===== config.mk =====
export PLATFORM = sky130hd
export DESIGN_NAME = clic_top
export DESIGN_NICKNAME = d
export VERILOG_FILES = /design/src/logic/clic_pkg.sv /design/src/logic/clic_cfg_if.sv /design/src/logic/clic_reg_file.sv /design/src/logic/clic_arbiter.sv /design/src/logic/clic_irq_ctrl.sv /design/src/logic/clic_top.sv
export VERILOG_INCLUDE_DIRS = /design/src /design/src/logic
export SDC_FILE = /design/constraint.sdc
export NUM_CORES = 1
export LEC_CHECK = 0
export BUFFER_PORTS_ARGS = -buffer_cell sky130_fd_sc_hd__buf_2
export CAP_MARGIN = 20
export CORE_ASPECT_RATIO = 0.8
export CORE_MARGIN = 2
export CORE_UTILIZATION = 55
export DETAILED_ROUTE_END_ITERATION = 16
export PLACE_DENSITY = 0.77
export SETUP_SLACK_MARGIN = 0.4
export SLEW_MARGIN = 20
export SYNTH_ARGS = -nofsm -noshare
export SYNTH_HDL_FRONTEND = slang
export SYNTH_SLANG_ARGS = --single-unit

===== constraint.sdc =====
create_clock -name clk_i -period 16.5 [get_ports clk_i]
set_clock_uncertainty 0.1 [all_clocks]
set_input_delay 3.3 -clock clk_i [delete_from_list [all_inputs] [get_ports clk_i]]
set_output_delay 3.3 -clock clk_i [all_outputs]
set_load 0.05 [all_outputs]

===== src/logic/clic_macros.svh =====
/*
 * Global constants of the interrupt subsystem: source count, widths and
 * the AXI4-Lite register map. Included by the package and all RTL files.
 */
`ifndef CLIC_MACROS_SVH
`define CLIC_MACROS_SVH

// Sources and widths
`define CLIC_NUM_SRC 8           // Interrupt lines
`define CLIC_ID_W    3           // Bits of a source id
`define CLIC_XLEN    32          // Cause word and AXI data

// Register map
`define CLIC_MTH_ADDR 12'h000    // M-mode threshold
`define CLIC_STH_ADDR 12'h004    // S-mode threshold
`define CLIC_SRC_BASE 12'h100    // One word per source from here

`endif


===== src/logic/clic_pkg.sv =====
/*
 * Shared types of the interrupt subsystem. Modules refer to these by
 * scoped name, widths follow the constants in the macro header.
 */
`include "clic_macros.svh"

package clic_pkg;

  // ------------------------------------------------------------------------
  // Privilege encoding
  // ------------------------------------------------------------------------
  typedef enum logic [1:0] {
    PRIV_U = 2'd0,
    PRIV_S = 2'd1,
    PRIV_M = 2'd3               // 2 is reserved
  } priv_t;

  // ------------------------------------------------------------------------
  // Vector types
  // ------------------------------------------------------------------------
  // Interrupt level or threshold
  typedef logic [7:0] level_t;

  // Source number
  typedef logic [`CLIC_ID_W-1:0] src_id_t;

  // Cause word, also AXI read and write data
  typedef logic [`CLIC_XLEN-1:0] xword_t;

  // Register address on the AXI4-Lite port
  typedef logic [11:0] axi_addr_t;

endpackage


===== src/logic/clic_cfg_if.sv =====
/*
 * Interfaces inside the subsystem. clic_cfg_if carries the stored
 * configuration out of the register file, clic_offer_if carries the
 * registered winner and the kill handshake from arbiter to controller.
 */
`include "clic_macros.svh"

interface clic_cfg_if;
  logic [`CLIC_NUM_SRC-1:0] ie;                      // Per-source enable
  clic_pkg::priv_t          prio [`CLIC_NUM_SRC];    // Per-source privilege
  clic_pkg::level_t         lvl  [`CLIC_NUM_SRC];    // Per-source level
  clic_pkg::level_t         mth;                     // M-mode threshold
  clic_pkg::level_t         sth;                     // S-mode threshold

  modport regs (output ie, prio, lvl, mth, sth);
  modport arb  (input ie, prio, lvl);
  modport ctrl (input mth, sth);
endinterface

interface clic_offer_if;
  logic              valid;      // Offer present
  clic_pkg::src_id_t id;
  clic_pkg::level_t  level;
  clic_pkg::priv_t   priv;
  logic              kill_req;   // Arbiter wants to replace the offer
  logic              kill_ack;   // Controller lets it go

  modport arb  (output valid, id, level, priv, kill_req, input kill_ack);
  modport ctrl (input valid, id, level, priv, kill_req, output kill_ack);
endinterface


===== src/logic/clic_reg_file.sv =====
/*
 * AXI4-Lite slave holding the two thresholds and the per-source enable,
 * privilege and level. Writes need AW and W together, reads return data
 * one cycle after the address handshake. Unmapped words read zero.
 */
`include "clic_macros.svh"

module clic_reg_file (
  input  logic                clk_i,
  input  logic                rst_ni,
  // AXI4-Lite slave
  input  clic_pkg::axi_addr_t s_axi_awaddr_i,
  input  logic                s_axi_awvalid_i,
  output logic                s_axi_awready_o,
  input  clic_pkg::xword_t    s_axi_wdata_i,
  input  logic                s_axi_wvalid_i,
  output logic                s_axi_wready_o,
  output logic [1:0]          s_axi_bresp_o,
  output logic                s_axi_bvalid_o,
  input  logic                s_axi_bready_i,
  input  clic_pkg::axi_addr_t s_axi_araddr_i,
  input  logic                s_axi_arvalid_i,
  output logic                s_axi_arready_o,
  output clic_pkg::xword_t    s_axi_rdata_o,
  output logic [1:0]          s_axi_rresp_o,
  output logic                s_axi_rvalid_o,
  input  logic                s_axi_rready_i,
  // Stored configuration
  clic_cfg_if.regs            cfg_o
);

  logic                     wr_go, rd_go;      // Handshake this cycle
  logic                     bvalid_q, rvalid_q;
  clic_pkg::xword_t         rdata_d, rdata_q;
  clic_pkg::src_id_t        wr_idx, rd_idx;
  clic_pkg::level_t         mth_q, sth_q;
  logic [`CLIC_NUM_SRC-1:0] ie_q;
  clic_pkg::priv_t          prio_q [`CLIC_NUM_SRC];
  clic_pkg::level_t         lvl_q  [`CLIC_NUM_SRC];

  // Word-aligned hit in the per-source window
  function automatic logic is_src(clic_pkg::axi_addr_t a);
    return (a >= `CLIC_SRC_BASE) && (a < `CLIC_SRC_BASE + 4 * `CLIC_NUM_SRC) &&
           (a[1:0] == 2'b00);
  endfunction

  // ------------------------------------------------------------------------
  // Handshakes
  // ------------------------------------------------------------------------
  assign wr_go           = s_axi_awvalid_i & s_axi_wvalid_i & ~bvalid_q;  // Blocked by B
  assign rd_go           = s_axi_arvalid_i & ~rvalid_q;                   // Blocked by R
  assign s_axi_awready_o = wr_go;
  assign s_axi_wready_o  = wr_go;
  assign s_axi_arready_o = rd_go;
  assign s_axi_bresp_o   = 2'b00;   // Always OKAY
  assign s_axi_rresp_o   = 2'b00;
  assign s_axi_bvalid_o  = bvalid_q;
  assign s_axi_rvalid_o  = rvalid_q;
  assign s_axi_rdata_o   = rdata_q;

  always_ff @(posedge clk_i or negedge rst_ni) begin
    if (!rst_ni) begin
      bvalid_q <= 1'b0;
      rvalid_q <= 1'b0;
    end else begin
      if (wr_go)               bvalid_q <= 1'b1;
      else if (s_axi_bready_i) bvalid_q <= 1'b0;   // Held until taken
      if (rd_go)               rvalid_q <= 1'b1;
      else if (s_axi_rready_i) rvalid_q <= 1'b0;
    end
  end

  // ------------------------------------------------------------------------
  // Register storage
  // ------------------------------------------------------------------------
  // Base is aligned to the window size, so low address bits give the index
  assign wr_idx = s_axi_awaddr_i[`CLIC_ID_W+1:2];
  assign rd_idx = s_axi_araddr_i[`CLIC_ID_W+1:2];

  always_ff @(posedge clk_i or negedge rst_ni) begin
    if (!rst_ni) begin
      mth_q <= '0;
      sth_q <= '0;
      ie_q  <= '0;                          // All sources off
      for (int i = 0; i < `CLIC_NUM_SRC; i++) begin
        prio_q[i] <= clic_pkg::PRIV_U;
        lvl_q[i]  <= '0;
      end
    end else if (wr_go) begin
      if (s_axi_awaddr_i == `CLIC_MTH_ADDR) begin
        mth_q <= s_axi_wdata_i[7:0];
      end else if (s_axi_awaddr_i == `CLIC_STH_ADDR) begin
        sth_q <= s_axi_wdata_i[7:0];
      end else if (is_src(s_axi_awaddr_i)) begin
        ie_q[wr_idx]   <= s_axi_wdata_i[0];
        prio_q[wr_idx] <= clic_pkg::priv_t'(s_axi_wdata_i[2:1]);
        lvl_q[wr_idx]  <= s_axi_wdata_i[15:8];
      end
      // Anything else is dropped
    end
  end

  // Read mux, layout as in the register map
  always_comb begin
    rdata_d = '0;
    if (s_axi_araddr_i == `CLIC_MTH_ADDR) begin
      rdata_d[7:0] = mth_q;
    end else if (s_axi_araddr_i == `CLIC_STH_ADDR) begin
      rdata_d[7:0] = sth_q;
    end else if (is_src(s_axi_araddr_i)) begin
      rdata_d[0]    = ie_q[rd_idx];
      rdata_d[2:1]  = prio_q[rd_idx];
      rdata_d[15:8] = lvl_q[rd_idx];
    end
  end

  always_ff @(posedge clk_i) begin
    if (rd_go) rdata_q <= rdata_d;          // Captured with the AR handshake
  end

  // Configuration out
  assign cfg_o.ie   = ie_q;
  assign cfg_o.prio = prio_q;
  assign cfg_o.lvl  = lvl_q;
  assign cfg_o.mth  = mth_q;
  assign cfg_o.sth  = sth_q;

endmodule


===== src/logic/clic_arbiter.sv =====
/*
 * Picks the pending source with the highest level, lowest id on a tie,
 * and registers it as the offer. A changed winner is only loaded after
 * the controller acknowledges the kill request.
 */
`include "clic_macros.svh"

module clic_arbiter (
  input  logic                     clk_i,
  input  logic                     rst_ni,
  input  logic [`CLIC_NUM_SRC-1:0] irq_src_i,   // Level-sensitive lines
  clic_cfg_if.arb                  cfg_i,
  clic_offer_if.arb                offer_o
);

  logic              best_vld;
  clic_pkg::src_id_t best_id;
  clic_pkg::level_t  best_lvl;
  clic_pkg::priv_t   best_priv;
  logic              valid_q, kill_q;
  clic_pkg::src_id_t id_q;
  clic_pkg::level_t  lvl_q;
  clic_pkg::priv_t   priv_q;
  logic              differ, kill_hs, load;

  // ------------------------------------------------------------------------
  // Winner search
  // ------------------------------------------------------------------------
  always_comb begin
    best_vld = 1'b0;
    best_id  = '0;
    best_lvl = '0;
    for (int i = 0; i < `CLIC_NUM_SRC; i++) begin
      // Strict compare keeps the lower id on equal levels
      if (irq_src_i[i] && cfg_i.ie[i] && (!best_vld || cfg_i.lvl[i] > best_lvl)) begin
        best_vld = 1'b1;
        best_id  = clic_pkg::src_id_t'(i);
        best_lvl = cfg_i.lvl[i];
      end
    end
  end

  assign best_priv = cfg_i.prio[best_id];

  // ------------------------------------------------------------------------
  // Offer register and kill control
  // ------------------------------------------------------------------------
  // Offer stale, also when no candidate is left
  assign differ  = valid_q & (~best_vld | (best_id != id_q) |
                              (best_lvl != lvl_q) | (best_priv != priv_q));
  assign kill_hs = kill_q & offer_o.kill_ack;
  assign load    = ~valid_q | kill_hs;     // Free to take the current winner

  always_ff @(posedge clk_i or negedge rst_ni) begin
    if (!rst_ni) begin
      valid_q <= 1'b0;
      kill_q  <= 1'b0;
    end else begin
      if (load)        valid_q <= best_vld;
      if (kill_hs)     kill_q  <= 1'b0;
      else if (differ) kill_q  <= 1'b1;     // Held until acknowledged
    end
  end

  always_ff @(posedge clk_i) begin
    if (load) begin
      id_q   <= best_id;
      lvl_q  <= best_lvl;
      priv_q <= best_priv;
    end
  end

  assign offer_o.valid    = valid_q;
  assign offer_o.id       = id_q;
  assign offer_o.level    = lvl_q;
  assign offer_o.priv     = priv_q;
  assign offer_o.kill_req = kill_q;

endmodule


===== src/logic/clic_irq_ctrl.sv =====
/*
 * Decides whether the core takes the offered interrupt, packs the cause
 * word and tracks the interrupt in flight. Kill requests are answered
 * only while nothing is in flight and nothing is requested.
 */
`include "clic_macros.svh"

module clic_irq_ctrl (
  input  logic              clk_i,
  input  logic              rst_ni,
  // Core state
  input  clic_pkg::priv_t   priv_lvl_i,
  input  logic              sie_i,
  input  clic_pkg::level_t  mil_i,
  input  clic_pkg::level_t  sil_i,
  // From register file and arbiter
  clic_cfg_if.ctrl          cfg_i,
  clic_offer_if.ctrl        offer_i,
  // To core
  input  logic              irq_ready_i,    // Core takes the request
  output logic              irq_req_o,
  output clic_pkg::xword_t  irq_cause_o
);

  clic_pkg::level_t max_mth, max_sth;   // Effective thresholds
  logic             take;
  logic             inflight_d, inflight_q;

  // ------------------------------------------------------------------------
  // Acceptance
  // ------------------------------------------------------------------------
  assign max_mth = (cfg_i.mth > mil_i) ? cfg_i.mth : mil_i;
  assign max_sth = (cfg_i.sth > sil_i) ? cfg_i.sth : sil_i;

  always_comb begin
    take = 1'b0;
    case (priv_lvl_i)
      clic_pkg::PRIV_M: take = (offer_i.priv == clic_pkg::PRIV_M) &&
                               (offer_i.level > max_mth);        // Above threshold only
      clic_pkg::PRIV_S: take = (offer_i.priv == clic_pkg::PRIV_M) ||
                               ((offer_i.priv == clic_pkg::PRIV_S) &&
                                (offer_i.level > max_sth) && sie_i);
      clic_pkg::PRIV_U: take = (offer_i.priv == clic_pkg::PRIV_M) ||
                               ((offer_i.priv == clic_pkg::PRIV_S) && sie_i);
      default:          take = 1'b0;
    endcase
  end

  // Request stays up while in flight, no fresh request under a pending kill
  assign irq_req_o = offer_i.valid & take & (inflight_q | ~offer_i.kill_req);

  // ------------------------------------------------------------------------
  // Cause word
  // ------------------------------------------------------------------------
  assign irq_cause_o = {1'b1,                                // Interrupt flag
                        {(`CLIC_XLEN - 25){1'b0}},
                        offer_i.level,                       // Bits 23:16
                        {(16 - `CLIC_ID_W){1'b0}},
                        offer_i.id};                         // Zero-extended id

  // ------------------------------------------------------------------------
  // Kill control
  // ------------------------------------------------------------------------
  assign offer_i.kill_ack = offer_i.kill_req & ~inflight_q & ~irq_req_o;
  // Set on request, cleared by take or kill
  assign inflight_d = inflight_q ? ~(irq_ready_i | offer_i.kill_ack) : irq_req_o;

  always_ff @(posedge clk_i or negedge rst_ni) begin
    if (!rst_ni) inflight_q <= 1'b0;
    else         inflight_q <= inflight_d;
  end

endmodule


===== src/logic/clic_top.sv =====
/*
 * Top level of the interrupt subsystem. AXI4-Lite register port, source
 * lines and core-side signals as plain ports, wired through the
 * configuration and offer interfaces to the three blocks.
 */
`include "clic_macros.svh"

module clic_top (
  input  logic                     clk_i,
  input  logic                     rst_ni,
  // AXI4-Lite register port
  input  clic_pkg::axi_addr_t      s_axi_awaddr_i,
  input  logic                     s_axi_awvalid_i,
  output logic                     s_axi_awready_o,
  input  clic_pkg::xword_t         s_axi_wdata_i,
  input  logic                     s_axi_wvalid_i,
  output logic                     s_axi_wready_o,
  output logic [1:0]               s_axi_bresp_o,
  output logic                     s_axi_bvalid_o,
  input  logic                     s_axi_bready_i,
  input  clic_pkg::axi_addr_t      s_axi_araddr_i,
  input  logic                     s_axi_arvalid_i,
  output logic                     s_axi_arready_o,
  output clic_pkg::xword_t         s_axi_rdata_o,
  output logic [1:0]               s_axi_rresp_o,
  output logic                     s_axi_rvalid_o,
  input  logic                     s_axi_rready_i,
  // Interrupt sources
  input  logic [`CLIC_NUM_SRC-1:0] irq_src_i,
  // Core side
  input  clic_pkg::priv_t          priv_lvl_i,
  input  logic                     sie_i,
  input  clic_pkg::level_t         mil_i,
  input  clic_pkg::level_t         sil_i,
  input  logic                     irq_ready_i,
  output logic                     irq_req_o,
  output clic_pkg::xword_t         irq_cause_o
);

  clic_cfg_if   cfg ();
  clic_offer_if offer ();

  clic_reg_file u_reg_file (
    .clk_i, .rst_ni,
    .s_axi_awaddr_i, .s_axi_awvalid_i, .s_axi_awready_o,
    .s_axi_wdata_i, .s_axi_wvalid_i, .s_axi_wready_o,
    .s_axi_bresp_o, .s_axi_bvalid_o, .s_axi_bready_i,
    .s_axi_araddr_i, .s_axi_arvalid_i, .s_axi_arready_o,
    .s_axi_rdata_o, .s_axi_rresp_o, .s_axi_rvalid_o, .s_axi_rready_i,
    .cfg_o (cfg)
  );

  clic_arbiter u_arbiter (
    .clk_i, .rst_ni,
    .irq_src_i,
    .cfg_i   (cfg),
    .offer_o (offer)
  );

  clic_irq_ctrl u_irq_ctrl (
    .clk_i, .rst_ni,
    .priv_lvl_i, .sie_i, .mil_i, .sil_i,
    .cfg_i   (cfg),
    .offer_i (offer),
    .irq_ready_i, .irq_req_o, .irq_cause_o
  );

endmodule


**Word-level counts from Yosys, hierarchy flattened**

Cells that the tools add are included.

- Bits in registers: 138
- Output and inout bits: 74
- Bits of input ports: 91
- Logic and storage cells: 199

- Bitwise gates (word level): 29
- Muxes and demuxes: 57
- Equality and inequality tests: 9
- Reductions and logical operators: 53
- Magnitude comparators: 22

Operator list:

| kind | number |
|---|---|
| two-way mux 8 bit | 14 |
| greater-than comparator 8 bit | 11 |
| bitwise mux 64 bit | 1 |
| logical AND 1 bit | 25 |
| binary-select mux 8 bit (select 3 bit) | 1 |
| demux 8 bit (select 3 bit) | 1 |
| equality test 12 x 3 -> 1 bit (second input constant) | 2 |
| greater-or-equal comparator 12 x 9 -> 1 bit (second input constant) | 2 |
| logical NOT 12 bit | 2 |
| < comparator 12 x 9 -> 1 bit (second input constant) | 2 |
| two-way mux 1 bit | 18 |
| two-way mux 3 bit | 6 |
| bitwise mux 16 bit | 1 |
| two-way mux 2 bit | 7 |
| binary-select mux 2 bit (select 3 bit) | 2 |
| greater-or-equal comparator 4 bit (second input constant) | 3 |
| inverter 3 -> 4 bit | 3 |
| inverter 1 bit | 11 |
| AND 1 bit | 9 |
| logical OR 1 bit | 9 |
| bitwise mux 8 bit | 1 |
| < comparator 3 x 4 -> 1 bit (second input constant) | 2 |
| inequality test 8 bit | 1 |
| logical NOT 1 bit | 7 |
| other kinds (18) | 29 |

**Depth between registers and ports, before layout**

Gate-level depths: netlist of run 1.

- Word-level depth: 39
- Depth in mapped cells: 71
- Mapped depth without buffers: 64

**Cells and area by module**

A second synthesis of run 1 with hierarchy kept.

- Cells, all modules: 974
- Area total of the unflattened synthesis: 10555.1 µm²

Modules (own cells, without submodules):

| module | instances | cells each | area an instance (µm²) | sequential area each (µm²) |
|---|---|---|---|---|
| clic_reg_file | 1 | 370 | 5814.3 | 3133.0 |
| clic_arbiter | 1 | 449 | 3440.8 | 440.4 |
| clic_irq_ctrl | 1 | 155 | 1300.0 | 25.0 |

**Worst setup path after synthesis of run 1**

No wires, ideal clock.

- Path type: input to register
- From: input irq_src_i[0]
- To: register u_arbiter.kill_q (netlist: u_arbiter.offer_o.kill_req)
- Library setup time: 140 ps
- Required time: 16260 ps
- Arrival: 16428 ps
- Buffers on the path: 9
- Stages on the path: 67
- Slack: -168 ps
- Cells stage by stage: and2_1 > buf_2 > nand2_1 > ha_1 > a211o_1 > a21oi_1 > nor3_1 > nor3_1 > clkbuf_1 > a22oi_1 > ha_1 > nand4_1 > a211oi_1 > o41ai_1 > a21o_1 > clkbuf_1 > nor2_1 > or2_2 > [31 not listed] > nand4_2 > o21ai_1 > buf_2 > nor2_1 > a21oi_1 > ha_1 > nor2b_1 > o21a_1 > o21ai_0 > a21oi_1 > o2111ai_1 > clkbuf_1 > a21oi_1 > o311a_4 > xor2_1 > or4_1 > nor4_2 > a41oi_1

- Elaborated cells between the ends (all ways): 65
- Those cells by class: order compare: 7; eq/ne: 3; mux: 26; bitwise: 6; reduce/logical: 23

RTL lines:

| element | RTL line | RTL |
|---|---|---|
| start: declaration | clic_top.sv:29 | `` input logic [`CLIC_NUM_SRC-1:0] irq_src_i, `` |
| logical AND 1 bit (*) | clic_arbiter.sv:35 | `if (irq_src_i[i] && cfg_i.ie[i] && (!best_vld \|\| cfg_i.lvl[i] > best_lvl)) begin` |
| two-way mux 8 bit or two-way mux 1 bit (tied branches) | clic_arbiter.sv:35 |  |
| greater-than comparator 8 bit or logical NOT 1 bit (tied branches) | clic_arbiter.sv:35 |  |
| logical OR 1 bit | clic_arbiter.sv:35 |  |
| logical AND 1 bit | clic_arbiter.sv:35 |  |
| two-way mux 8 bit or two-way mux 1 bit (tied branches) | clic_arbiter.sv:35 |  |
| greater-than comparator 8 bit or logical NOT 1 bit (tied branches) | clic_arbiter.sv:35 |  |
| logical OR 1 bit | clic_arbiter.sv:35 |  |
| [20 not listed] | -- |  |
| logical AND 1 bit | clic_arbiter.sv:35 |  |
| two-way mux 8 bit (*) | clic_arbiter.sv:35 |  |
| net u_arbiter.best_lvl[1] | clic_arbiter.sv:18 | `clic_pkg::level_t best_lvl;` |
| inequality test 8 bit (*) | clic_arbiter.sv:50 | `(best_lvl != lvl_q) \| (best_priv != priv_q));` |
| bitwise OR 1 bit (*) | clic_arbiter.sv:49 | `assign differ = valid_q & (~best_vld \| (best_id != id_q) \|` |
| bitwise OR 1 bit (*) | clic_arbiter.sv:50 |  |
| AND 1 bit (*) | clic_arbiter.sv:49 |  |
| nonzero test 2 bit (no line) (*) | -- |  |
| end signal: assignment | clic_arbiter.sv:57 | `kill_q <= 1'b0;` |
| end signal: assignment | clic_arbiter.sv:60 | `if (kill_hs) kill_q <= 1'b0;` |
| end signal: assignment | clic_arbiter.sv:61 | `else if (differ) kill_q <= 1'b1;` |
| end: declaration | clic_arbiter.sv:20 | `logic valid_q, kill_q;` |

The timed path passes the listed nets; every way through them passes the cells marked *. The select of a mux whose other input is x is not followed.
A chain may end at the register's enable or synchronous reset.

**Worst setup path in the final report of run 1**

Same ends and word-level chain as after synthesis.

==> flow_summary_export.csv, run 1 <==
group,metric,value,unit
status,status,"completed",
routing,drt_iter0_markers,749,
power,power.density,68.9,nW/um^2
clocking,clk_path_buf_depth,2,
layout,final_cell_mix,"dfrtp_1, buf_2, mux2_2, buf_4, ha_1",
clocking,clockRootBuffer,"clkbuf_16",
critical_path,cp_common_cell,"buf_4",
critical_path,r2r-end,"u_arbiter.offer_o.kill_req$_DFFE_PN0P_",
layout,drive_gt1_share,37.4,%
critical_path,max_stage_delay,0.49,ns
layout,nFillCells,1272,
die,die_w,154,um
clocking,tritoncts,"built",
clocking,cts.sinks,138,
die,die_area,19100,um^2
routing,drc,0,
routing,drt-total-wl,28400,um
placed_design,dp_hpwl,21000,um
die,initial_core_util,56.5,%
timing,slew-limit-headroom,29.7,%
timing,period_share,95.6,%
timing,finalSetupViolations,0,
global_routing,grt_pass1_wl,43400,um
critical_path,arrival,15.97,ns
synth,synth_cell_type_count,75,
timing,rsz0062_at_grt,"false",
power,p_leak,0.00596,uW
critical_path,crit_slowest_cell,"or4_1",
critical_path,cp-startpoint,"irq_src_i[0]",
global_routing,use_met3,6.85,%
synth,yosysSeqAreaShare,36.4,%
global_routing,grt_usage,30.1,%
timing,fmax,0.0634,GHz
critical_path,cp-endpoint,"u_arbiter.offer_o.kill_req$_DFFE_PN0P_",
global_routing,antenna_found_initial,1,
synth,synth_top_flop_cell,"dfrtp_1",
global_routing,first_global_vias,7930,
placed_design,gp_congestion,0.969,
global_routing,grt_max_degree,60,
synth,async_flop_share,79.0,%
layout,finalNetCount,1303,
critical_path,cp-start-kind,"input port",
synth,synth_cells,943,
die,die_h,124,um
critical_path,reg2reg_depth,68,
die,core,17500,um^2
synth,synth_warnings,0,
routing,drt_pass1_iterations,7,
routing,avgViaCountPerCell,6.17,
run,maxCapViolCount,0,
critical_path,end_kind,"register",
critical_path,crit_fanout,9,
routing,via_count,8411,
timing,holdWs,0.389,ns
synth,ys_seq_elements,138,
global_routing,met1_usage,43.6,%
die,boundaryPins,165,
clocking,cts_buffers,17,
timing,finalHoldViolCount,0,
hold_path,hold_class,"register to register",
placed_design,port_buffers,107,
timing,min_period,15.77,ns
die,fp-row-count,43,
global_routing,grt_overflow,0,
global_routing,top_usage_layer,"met2",
global_routing,grt_use_met2,45.7,%
synth,synth-edff-count,29,
critical_path,reg2reg_slack,3.18,ns
routing,wl_per_cell,20.8,um
timing,tightest_slew,1.04,ns
synth,syn_area,9880,um^2
power,ir_worst_vdd,0.0000700,V
clocking,clock_latency,0.44,ns
routing,ant_nets,0,
timing,slew_viol_final,0,
layout,final_common_cell,"dfrtp_1",
clocking,htree_levels,4,
layout,syn_to_final_growth,21.6,%
critical_path,cp.required,16.69,ns
layout,stdcell_count,1364,
synth,avgSynthCellArea,10.5,um^2
critical_path,rr_startpoint,"u_reg_file.cfg_o.ie[0]$_DFFE_PN0P_",
clocking,cts.clk_slew.worst_paths,0.07,ns
placed_design,place_inst,1316,
critical_path,criticalPathCategory,"input port to register",
## worst min-delay path by stage
stage | end | start | cells past startpoint
6_report | u_reg_file.s_axi_rvalid_o$_DFFE_PN0P_ | u_reg_file.s_axi_rvalid_o$_DFFE_PN0P_ | 1
5_1_grt | u_reg_file.s_axi_rvalid_o$_DFFE_PN0P_ | u_reg_file.s_axi_rvalid_o$_DFFE_PN0P_ | 1
4_1_cts | u_reg_file.s_axi_rvalid_o$_DFFE_PN0P_ | u_reg_file.s_axi_rvalid_o$_DFFE_PN0P_ | 1
3_5_place_dp | u_reg_file.s_axi_rvalid_o$_DFFE_PN0P_ | u_reg_file.s_axi_rvalid_o$_DFFE_PN0P_ | 1
3_3_place_gp | u_reg_file.s_axi_rvalid_o$_DFFE_PN0P_ | u_reg_file.s_axi_rvalid_o$_DFFE_PN0P_ | 1
2_1_floorplan | u_reg_file.cfg_o.ie[5]$_DFFE_PN0P_ | u_reg_file.cfg_o.ie[5]$_DFFE_PN0P_ | 1
## synthesized netlist by cell type (5+ instances only)
library cell	count	share of area, %
mux2i_1	37	3.7
nand3_1	21	1.1
a211oi_1	8	0.61
clkbuf_1	26	0.99
nand4_1	12	0.76
and3_1	8	0.51
o21a_1	11	0.84
mux4_2	22	5.0
nor2b_1	14	0.89
o31a_1	6	0.53
buf_4	42	3.2
a22oi_1	6	0.46
nand2b_1	9	0.57
ha_1	87	11
o21ai_0	40	2.0
nor4_1	5	0.32
a21o_1	16	1.2
o22ai_1	8	0.51
inv_1	44	1.7
nor3_1	8	0.41
xnor2_1	9	0.80
dfrtp_1	109	28
edfxtp_1	29	8.8
mux2_2	105	12
a221oi_1	7	0.62
o211ai_1	5	0.38
o21bai_1	5	0.38
buf_1	7	0.27
nor2_1	65	2.5
a21oi_1	38	1.9
nand2_1	62	2.4
## power by group
part | leakage, uW | internal, uW | total, uW | switching [uW]
sequential | 0.00178 | 353 | 355 | 2.78
combinational | 0.00391 | 23.4 | 91.9 | 68.5
clock | 0.000276 | 202 | 380 | 179
## critical path: cells and delay by family
family	cells	cell delay [ns]
buffers and inverters	11	1.77
and+or+nand+nor	19	3.31
adders and majority gates	7	1.88
xor gates and xnor gates	1	0.06
muxes	1	0.32
AOI/OAI and AO/OA	30	5.30
## kinds of logic (layout without fill, tap and decap cells)
family,count (synthesis),after routing,synth area share [%]
simple gates,231,232,11.4
flops,138,138,36.4
other cells,2,42,0.0760
buf+inv,123,278,6.38
xor+xnor,13,13,1.15
mux,164,164,20.7
fa+ha+maj,87,87,11.0
compound gates,185,185,12.9
## registers in the layout, summed over array words and instances, names as in the netlist
name	count
u_reg_file.s_axi_bvalid_o	1
u_arbiter.offer_o.level	8
u_arbiter.offer_o.priv	2
u_reg_file.cfg_o.ie	8
u_arbiter.offer_o.valid	1
u_reg_file.cfg_o.lvl	64
u_reg_file.s_axi_rvalid_o	1
u_reg_file.cfg_o.sth	8
u_arbiter.offer_o.id	3
u_arbiter.offer_o.kill_req	1
u_reg_file.cfg_o.prio	16
u_irq_ctrl.inflight_q	1
u_reg_file.cfg_o.mth	8
u_reg_file.s_axi_rdata_o	16
## stage by stage
stage               util [%]  TNS, ns  worst slack, ns  total power [uW]  instance area, um^2
floorplan                  -        0            0.415               429                10000
global route            68.7        0            0.102               852                12000
detailed placement      63.0   -0.311           -0.311               452                11000
CTS                     66.5        0            0.439               827                11600
finish                  68.7        0            0.726               827                12000
global placement        63.0  -0.0801          -0.0801               451                11000
## timing repair
action / in CTS / in global routing
hold buffers: 0 / 0
setup buffers: 0 / 13
setup endpoints to repair: 2 / 14
resized for setup: 7 / 61
cloned: 0 / 2
pin swaps: 1 / 31
## cell type report
cell class	count	area (um^2)	area share (%)
Sequential cell	138	3600	29.9
Antenna cell	1	2.50	0.0208
Clock inverter	15	148	1.23
Inverter	44	165	1.37
Tap cell	225	282	2.34
Multi-Input combinational cell	722	6140	51.1
Clock buffer	17	425	3.54
Timing Repair Buffer	202	1250	10.4
## metal layers
layer	share of wire (%)	vias to the layer above
met5	0	-
met4	2.2	0
met3	10	57
met2	43	446
met1	44	4092
li1	-	3816
Power figures use the tool's default switching activity.
==> inputs of run 2 (changes only) <==
Settings changed: CAP_MARGIN 20 to 40, RECOVER_POWER set to 25.
==> run 2 against run 1 <==
  * The flow now finishes with violations (max-capacitance violations, max-slew violations)
  * Sequential share of layout area fell by 0.77 points
  * Global-route usage fell by 0.070 points
  * First-iteration DRC count rose by 23%
  * Sequential power barely moved
  * Power rose by 2.9%
==> flow_summary_export.csv, run 2 (synthesis gave the netlist of run 1 again) <==
group,metric,value,unit
layout,final_util,70.5,%
power,p_clk_share,47.3,%
global_routing,first_global_vias,7875,
routing,drt_iter0_markers,924,
critical_path,cp-start-kind,"input port",
layout,final_cell_mix,"dfrtp_1, buf_2, mux2_2, buf_4, ha_1",
status,status,"complete, but fails checks",
status,violations,"max-capacitance violations, max-slew violations",
timing,period_share,97.5,%
die,die_area,19100,um^2
clocking,clock_latency,0.44,ns
global_routing,grt_pass1_wl,43300,um
critical_path,end_kind,"register",
clocking,cts_buffers,17,
clocking,cts.sinks,138,
timing,tightest_slew,2.85,ns
die,die_h,124,um
critical_path,arrival,16.28,ns
layout,finalNetCount,1320,
clocking,tritoncts,"built",
timing,min_period,16.09,ns
power,p_int,606,uW
die,die_w,154,um
layout,multiInputGateArea,6310,um^2
placed_design,dp_hpwl,20900,um
routing,avgViaCountPerCell,6.33,
timing,finalHoldViolCount,0,
die,core,17500,um^2
clocking,clk_path_buf_depth,2,
critical_path,cp.required,16.69,ns
placed_design,port_buffers,107,
die,boundaryPins,165,
routing,drc,0,
die,fp-row-count,43,
clocking,htree_levels,4,
placed_design,gp_congestion,0.969,
global_routing,grt_max_degree,60,
die,initial_core_util,56.5,%
power,ir_worst_vdd,0.0000633,V
layout,area.sequential,3600,um^2
layout,nFillCells,1227,
power,pwr-share-seq,41.8,%
timing,fmax,0.0622,GHz
layout,final_common_cell,"dfrtp_1",
critical_path,criticalPathCategory,"input port to register",
routing,drt_pass1_iterations,5,
global_routing,grt_overflow,0,
power,p_switching,245,uW
timing,finalSetupViolations,0,
layout,syn_to_final_growth,24.8,%
clocking,clockRootBuffer,"clkbuf_16",
critical_path,crit_slowest_cell,"or3_4",
clocking,hold_buffers,0,
layout,largest_register_ffs,64,
clocking,cts.clk_slew.worst_paths,0.07,ns
global_routing,grt_usage,30.0,%
hold_path,hold_class,"register to register",
run,maxCapViolCount,1,
timing,slew-limit-headroom,-90.2,%
routing,drt-total-wl,30200,um
routing,ant_nets,0,
routing,via_count,8743,
power,combPwrFrac,10.9,%
routing,wl_per_cell,21.9,um
placed_design,place_ws,-0.293,ns
timing,slew_viol_final,52,
timing,setup_slack,0.413,ns
power,power.density,69.0,nW/um^2
power,switching_share,28.8,%
global_routing,antenna_found_initial,0,
layout,drive_gt1_share,39.7,%
power,p_leak,0.00606,uW
critical_path,crit_fanout,8,
critical_path,cp_common_cell,"buf_4",
critical_path,max_stage_delay,0.49,ns
==> run 2: changes by cell type in the layout (fill, tap and decap cells not counted), moves of 3 or more <==
cell / delta
buf_4: +8
a22oi_1: -5
a22oi_2: +5
clkbuf_1: +5
inv_8: -4
a21oi_1: -3
clkinvlp_4: -3
inv_6: +3
==> run 2: power groups by stage <==
stage | clock network [uW] | registers, uW | logic [uW]
4_1_cts | 403 | 355 | 90.9
6_report | 403 | 356 | 93.0
5_1_grt | 418 | 356 | 99.0
3_5_place_dp | 0 | 362 | 90.4
2_1_floorplan | 0 | 375 | 54.1
3_3_place_gp | 0 | 362 | 88.8
==> run 2: final timing paths <==
path / startpoint / endpoint / slack, ns / cells past startpoint
worst max-delay path: irq_src_i[0] / u_arbiter.offer_o.kill_req$_DFFE_PN0P_ / 0.41 / 64
worst min-delay path: u_reg_file.s_axi_rvalid_o$_DFFE_PN0P_ / u_reg_file.s_axi_rvalid_o$_DFFE_PN0P_ / 0.42 / 1
worst max register to register: u_reg_file.cfg_o.ie[0]$_DFFE_PN0P_ / u_arbiter.offer_o.kill_req$_DFFE_PN0P_ / 2.90 / 63
worst min register to register: u_reg_file.s_axi_rvalid_o$_DFFE_PN0P_ / u_reg_file.s_axi_rvalid_o$_DFFE_PN0P_ / 0.42 / 1
max in group asynchronous: rst_ni / u_reg_file.cfg_o.prio[1]$_DFFE_PN0P_ / 11.00 / 3
min in group asynchronous: rst_ni / u_reg_file.cfg_o.lvl[17]$_DFFE_PN0P_ / 3.68 / 1
==> run 2: metal layers <==
metal / vias up / track usage, % / routed length (um)
met2: 523 / 46.7 / 13400
met3: 87 / 5.95 / 2900
li1: 3830 / - / -
met1: 4303 / 43.8 / 13100
met5: - / 0 / 0
met4: 0 / 6.89 / 791
==> run 2: timing repair <==
| action | CTS | global route |
|---|---|---|
| buffers inserted | 0 | 25 |
| setup endpoints to repair | 2 | 13 |
| hold endpoints to repair | 0 | 0 |
| resized for setup | 6 | 91 |
| gates cloned | 0 | 4 |
| pin swaps | 0 | 48 |
==> run 2: cell type report <==
class                           count  area share (%)
Clock buffer                       17            3.45
Tap cell                          225            2.28
Sequential cell                   138            29.2
Inverter                           44            1.34
Multi-Input combinational cell    724            51.2
Antenna cell                        1          0.0203
Timing Repair Buffer              217            11.1
Clock inverter                     15            1.45
==> run 2: metrics by stage <==
step	cells	area [um^2]	TNS, ns	hold WS, ns	total power (uW)
floorplan	982	10000	0	0.389	429
global placement	1316	11000	-0.0801	0.379	451
detailed placement	1318	11000	-0.293	0.386	452
CTS	1350	11700	0	0.430	850
global route	1380	12300	-0.0939	0.469	873
finish	1381	12300	0	0.416	851
==> run 2: worst max-delay path: cells and delay by family <==
kind | cells | cell delay, ns
buffers and inverters | 12 | 1.88
AOI/OAI and AO/OA | 26 | 4.76
adders and majority gates | 7 | 2.15
muxes | 2 | 0.71
xor gates and xnor gates | 1 | 0.13
and+or+nand+nor | 16 | 3.31
==> inputs of run 3 (changes only) <==
Clock period 16.5 ns to 15.1 ns, I/O delays scaled along.
==> run 3 against run 2 <==
  * The flow finishes with violations (max-capacitance violations, max-slew violations, negative setup slack)
  * First-iteration DRC count is 0.32% higher
  * Register-to-register slack got worse by 1.5 ns
  * Global-route usage grew 2.0 points
  * Critical path depth grew 12
  * Worst setup slack lost 1.2 ns
  * Largest power group unchanged
  * Highest routed layer is now met5
==> flow_summary_export.csv, run 3 (synthesis gave the netlist of run 1 again) <==
group,metric,value,unit
power,pwr-share-seq,41.4,%
global_routing,grt_pass1_wl,46000,um
routing,wl_per_cell,24.4,um
die,die_h,124,um
timing,finalSetupViolations,5,
critical_path,cp.required,15.30,ns
placed_design,place_ws,-0.655,ns
die,die_w,154,um
hold_path,hp-start,"u_reg_file.s_axi_rvalid_o$_DFFE_PN0P_",
critical_path,cp_num_buf_inv,22,
clocking,clockRootBuffer,"clkbuf_16",
global_routing,first_global_vias,8445,
timing,slew_viol_final,48,
timing,tightest_slew,2.74,ns
placed_design,place_inst,1329,
die,boundaryPins,165,
critical_path,rr_startpoint,"u_reg_file.cfg_o.ie[0]$_DFFE_PN0P_",
clocking,clock_latency,0.44,ns
timing,finalHoldViolCount,0,
critical_path,max_stage_delay,0.39,ns
power,p_switching,263,uW
die,fp-row-count,43,
power,p_leak,0.00647,uW
critical_path,cp-start-kind,"input port",
power,power.density,71.3,nW/um^2
placed_design,gp_congestion,0.916,
clocking,clk_path_buf_depth,2,
routing,ant_nets,0,
timing,slew-limit-headroom,-82.5,%
routing,drt-total-wl,34500,um
run,maxCapViolCount,1,
power,p_clk_share,47.5,%
critical_path,crit_fanout,8,
critical_path,end_kind,"register",
timing,fmax,0.0630,GHz
timing,period_share,105,%
global_routing,met1_usage,43.2,%
clocking,cts.sinks,138,
layout,syn_to_final_growth,33.3,%
global_routing,grt_use_met2,51.1,%
routing,avgViaCountPerCell,6.55,
routing,drt_pass1_iterations,5,
critical_path,crit_slowest_cell,"ha_1",
critical_path,cp-endpoint,"u_arbiter.offer_o.kill_req$_DFFE_PN0P_",
clocking,tritoncts,"built",
clocking,hold_buffers,0,
timing,setup_slack,-0.761,ns
critical_path,cp.depth,76,
global_routing,top_usage_layer,"met2",
die,core,17500,um^2
timing,min_period,15.86,ns
global_routing,use_met3,9.26,%
routing,drt_iter0_markers,927,
critical_path,arrival,16.07,ns
layout,final_cell_mix,"buf_4, dfrtp_1, buf_2, mux2_2, ha_1",
placed_design,dp_hpwl,21200,um
layout,finalNetCount,1354,
critical_path,criticalPathCategory,"input port to register",
routing,via_count,9277,
critical_path,crit_family,"compound AO/OA/AOI/OAI gates",
power,combPwrFrac,11.1,%
global_routing,grt_max_degree,64,
layout,nFillCells,1086,
clocking,cts_buffers,17,
timing,rsz0062_at_grt,"true",
clocking,cts.clk_slew.worst_paths,0.06,ns
critical_path,reg2reg_slack,1.38,ns
critical_path,cp-startpoint,"irq_src_i[0]",
status,status,"complete, but fails checks",
layout,drive_gt1_share,45.4,%
die,die_area,19100,um^2
critical_path,reg2reg_depth,75,
global_routing,grt_usage,32.0,%
layout,stdcell_count,1416,
status,violations,"max-capacitance violations, max-slew violations, negative setup slack",
power,p_total,939,uW
global_routing,antenna_found_initial,3,
power,ir_worst_vdd,0.0000834,V
power,switching_share,28.0,%
layout,final_common_cell,"buf_4",
global_routing,grt_overflow,0,
layout,largest_register_ffs,64,
power,p_int,676,uW
routing,drc,0,
critical_path,cp_common_cell,"buf_4",
hold_path,hold_class,"register to register",
placed_design,port_buffers,107,
clocking,htree_levels,4,
die,initial_core_util,56.5,%
critical_path,r2r-end,"u_arbiter.offer_o.kill_req$_DFFE_PN0P_",
[run 3: cell count changes in the layout (fill, tap and decap cells not counted), moves of 5 or more]
cell     before  now
a21oi_1      26   20
o21ai_2       4    9
ha_1         81   65
buf_6         2   17
nand2_1      59   52
mux2_2      105   97
buf_4       102  120
ha_4          6   22
a21oi_2      10   16
mux2_4        0    8
[run 3: worst min-delay path by stage]
stage | endpoint | slack [ns] | depth (start not counted)
2_1_floorplan | u_reg_file.cfg_o.ie[5]$_DFFE_PN0P_ | 0.39 | 1
3_3_place_gp | u_reg_file.s_axi_rvalid_o$_DFFE_PN0P_ | 0.38 | 1
3_5_place_dp | u_reg_file.s_axi_rvalid_o$_DFFE_PN0P_ | 0.39 | 1
4_1_cts | u_reg_file.s_axi_rvalid_o$_DFFE_PN0P_ | 0.39 | 1
5_1_grt | u_reg_file.s_axi_rvalid_o$_DFFE_PN0P_ | 0.43 | 1
6_report | u_reg_file.s_axi_rvalid_o$_DFFE_PN0P_ | 0.39 | 1
[run 3: metal layers]
| metal | vias to the layer above | share of wire (%) |
|---|---|---|
| met1 | 4587 | 39 |
| met5 | - | 0.041 |
| met4 | 2 | 4.0 |
| li1 | 3901 | - |
| met3 | 139 | 12 |
| met2 | 648 | 46 |
[run 3: worst register-to-register path: cells and delay by family, from the launching register on]
kind / cells / cell delay [ns]
adder cells (fa/ha/maj): 6 / 1.94
buffers and inverters: 21 / 2.79
AO/OA/AOI/OAI: 25 / 4.33
flip-flops: 1 / 0.45
AND/OR/NAND/NOR: 22 / 3.76
XOR/XNOR: 1 / 0.19
[run 3: area by class of cell]
class,instances,area (um^2),area share (%)
multi-input combinational,721,6760,51.3
sequential,138,3600,27.3
timing repair buffer,254,1760,13.3
clock buffer,17,425,3.23
tap,225,282,2.14
clock inverter,15,188,1.42
inverter,44,165,1.25
antenna,2,5.00,0.0380
[run 3: power groups by stage]
| stage | Clock, uW | Combinational (uW) | Sequential [uW] |
|---|---|---|---|
| finish | 446 | 104 | 389 |
| global route | 463 | 110 | 389 |
| CTS | 443 | 100 | 388 |
| detailed placement | 0 | 98.9 | 396 |
| global placement | 0 | 96.8 | 395 |
| floorplan | 0 | 59.5 | 410 |
[run 3: what timing repair did]
action	4_1_cts	5_1_grt
cloned	0	1
setup buffers	31	18
gates resized for setup	47	97
pin swaps	51	56
endpoints found under the setup margin	8	14
[run 3: stage by stage]
stage / util [%] / cell area [um^2] / hold WS, ns / setup TNS, ns
6_report: 75.4 / 13200 / 0.394 / -1.68
3_3_place_gp: 64.9 / 11400 / 0.381 / -0.679
3_5_place_dp: 65.1 / 11400 / 0.387 / -1.17
5_1_grt: 75.3 / 13200 / 0.432 / -4.67
4_1_cts: 71.5 / 12500 / 0.395 / 0
2_1_floorplan: - / 10400 / 0.389 / 0
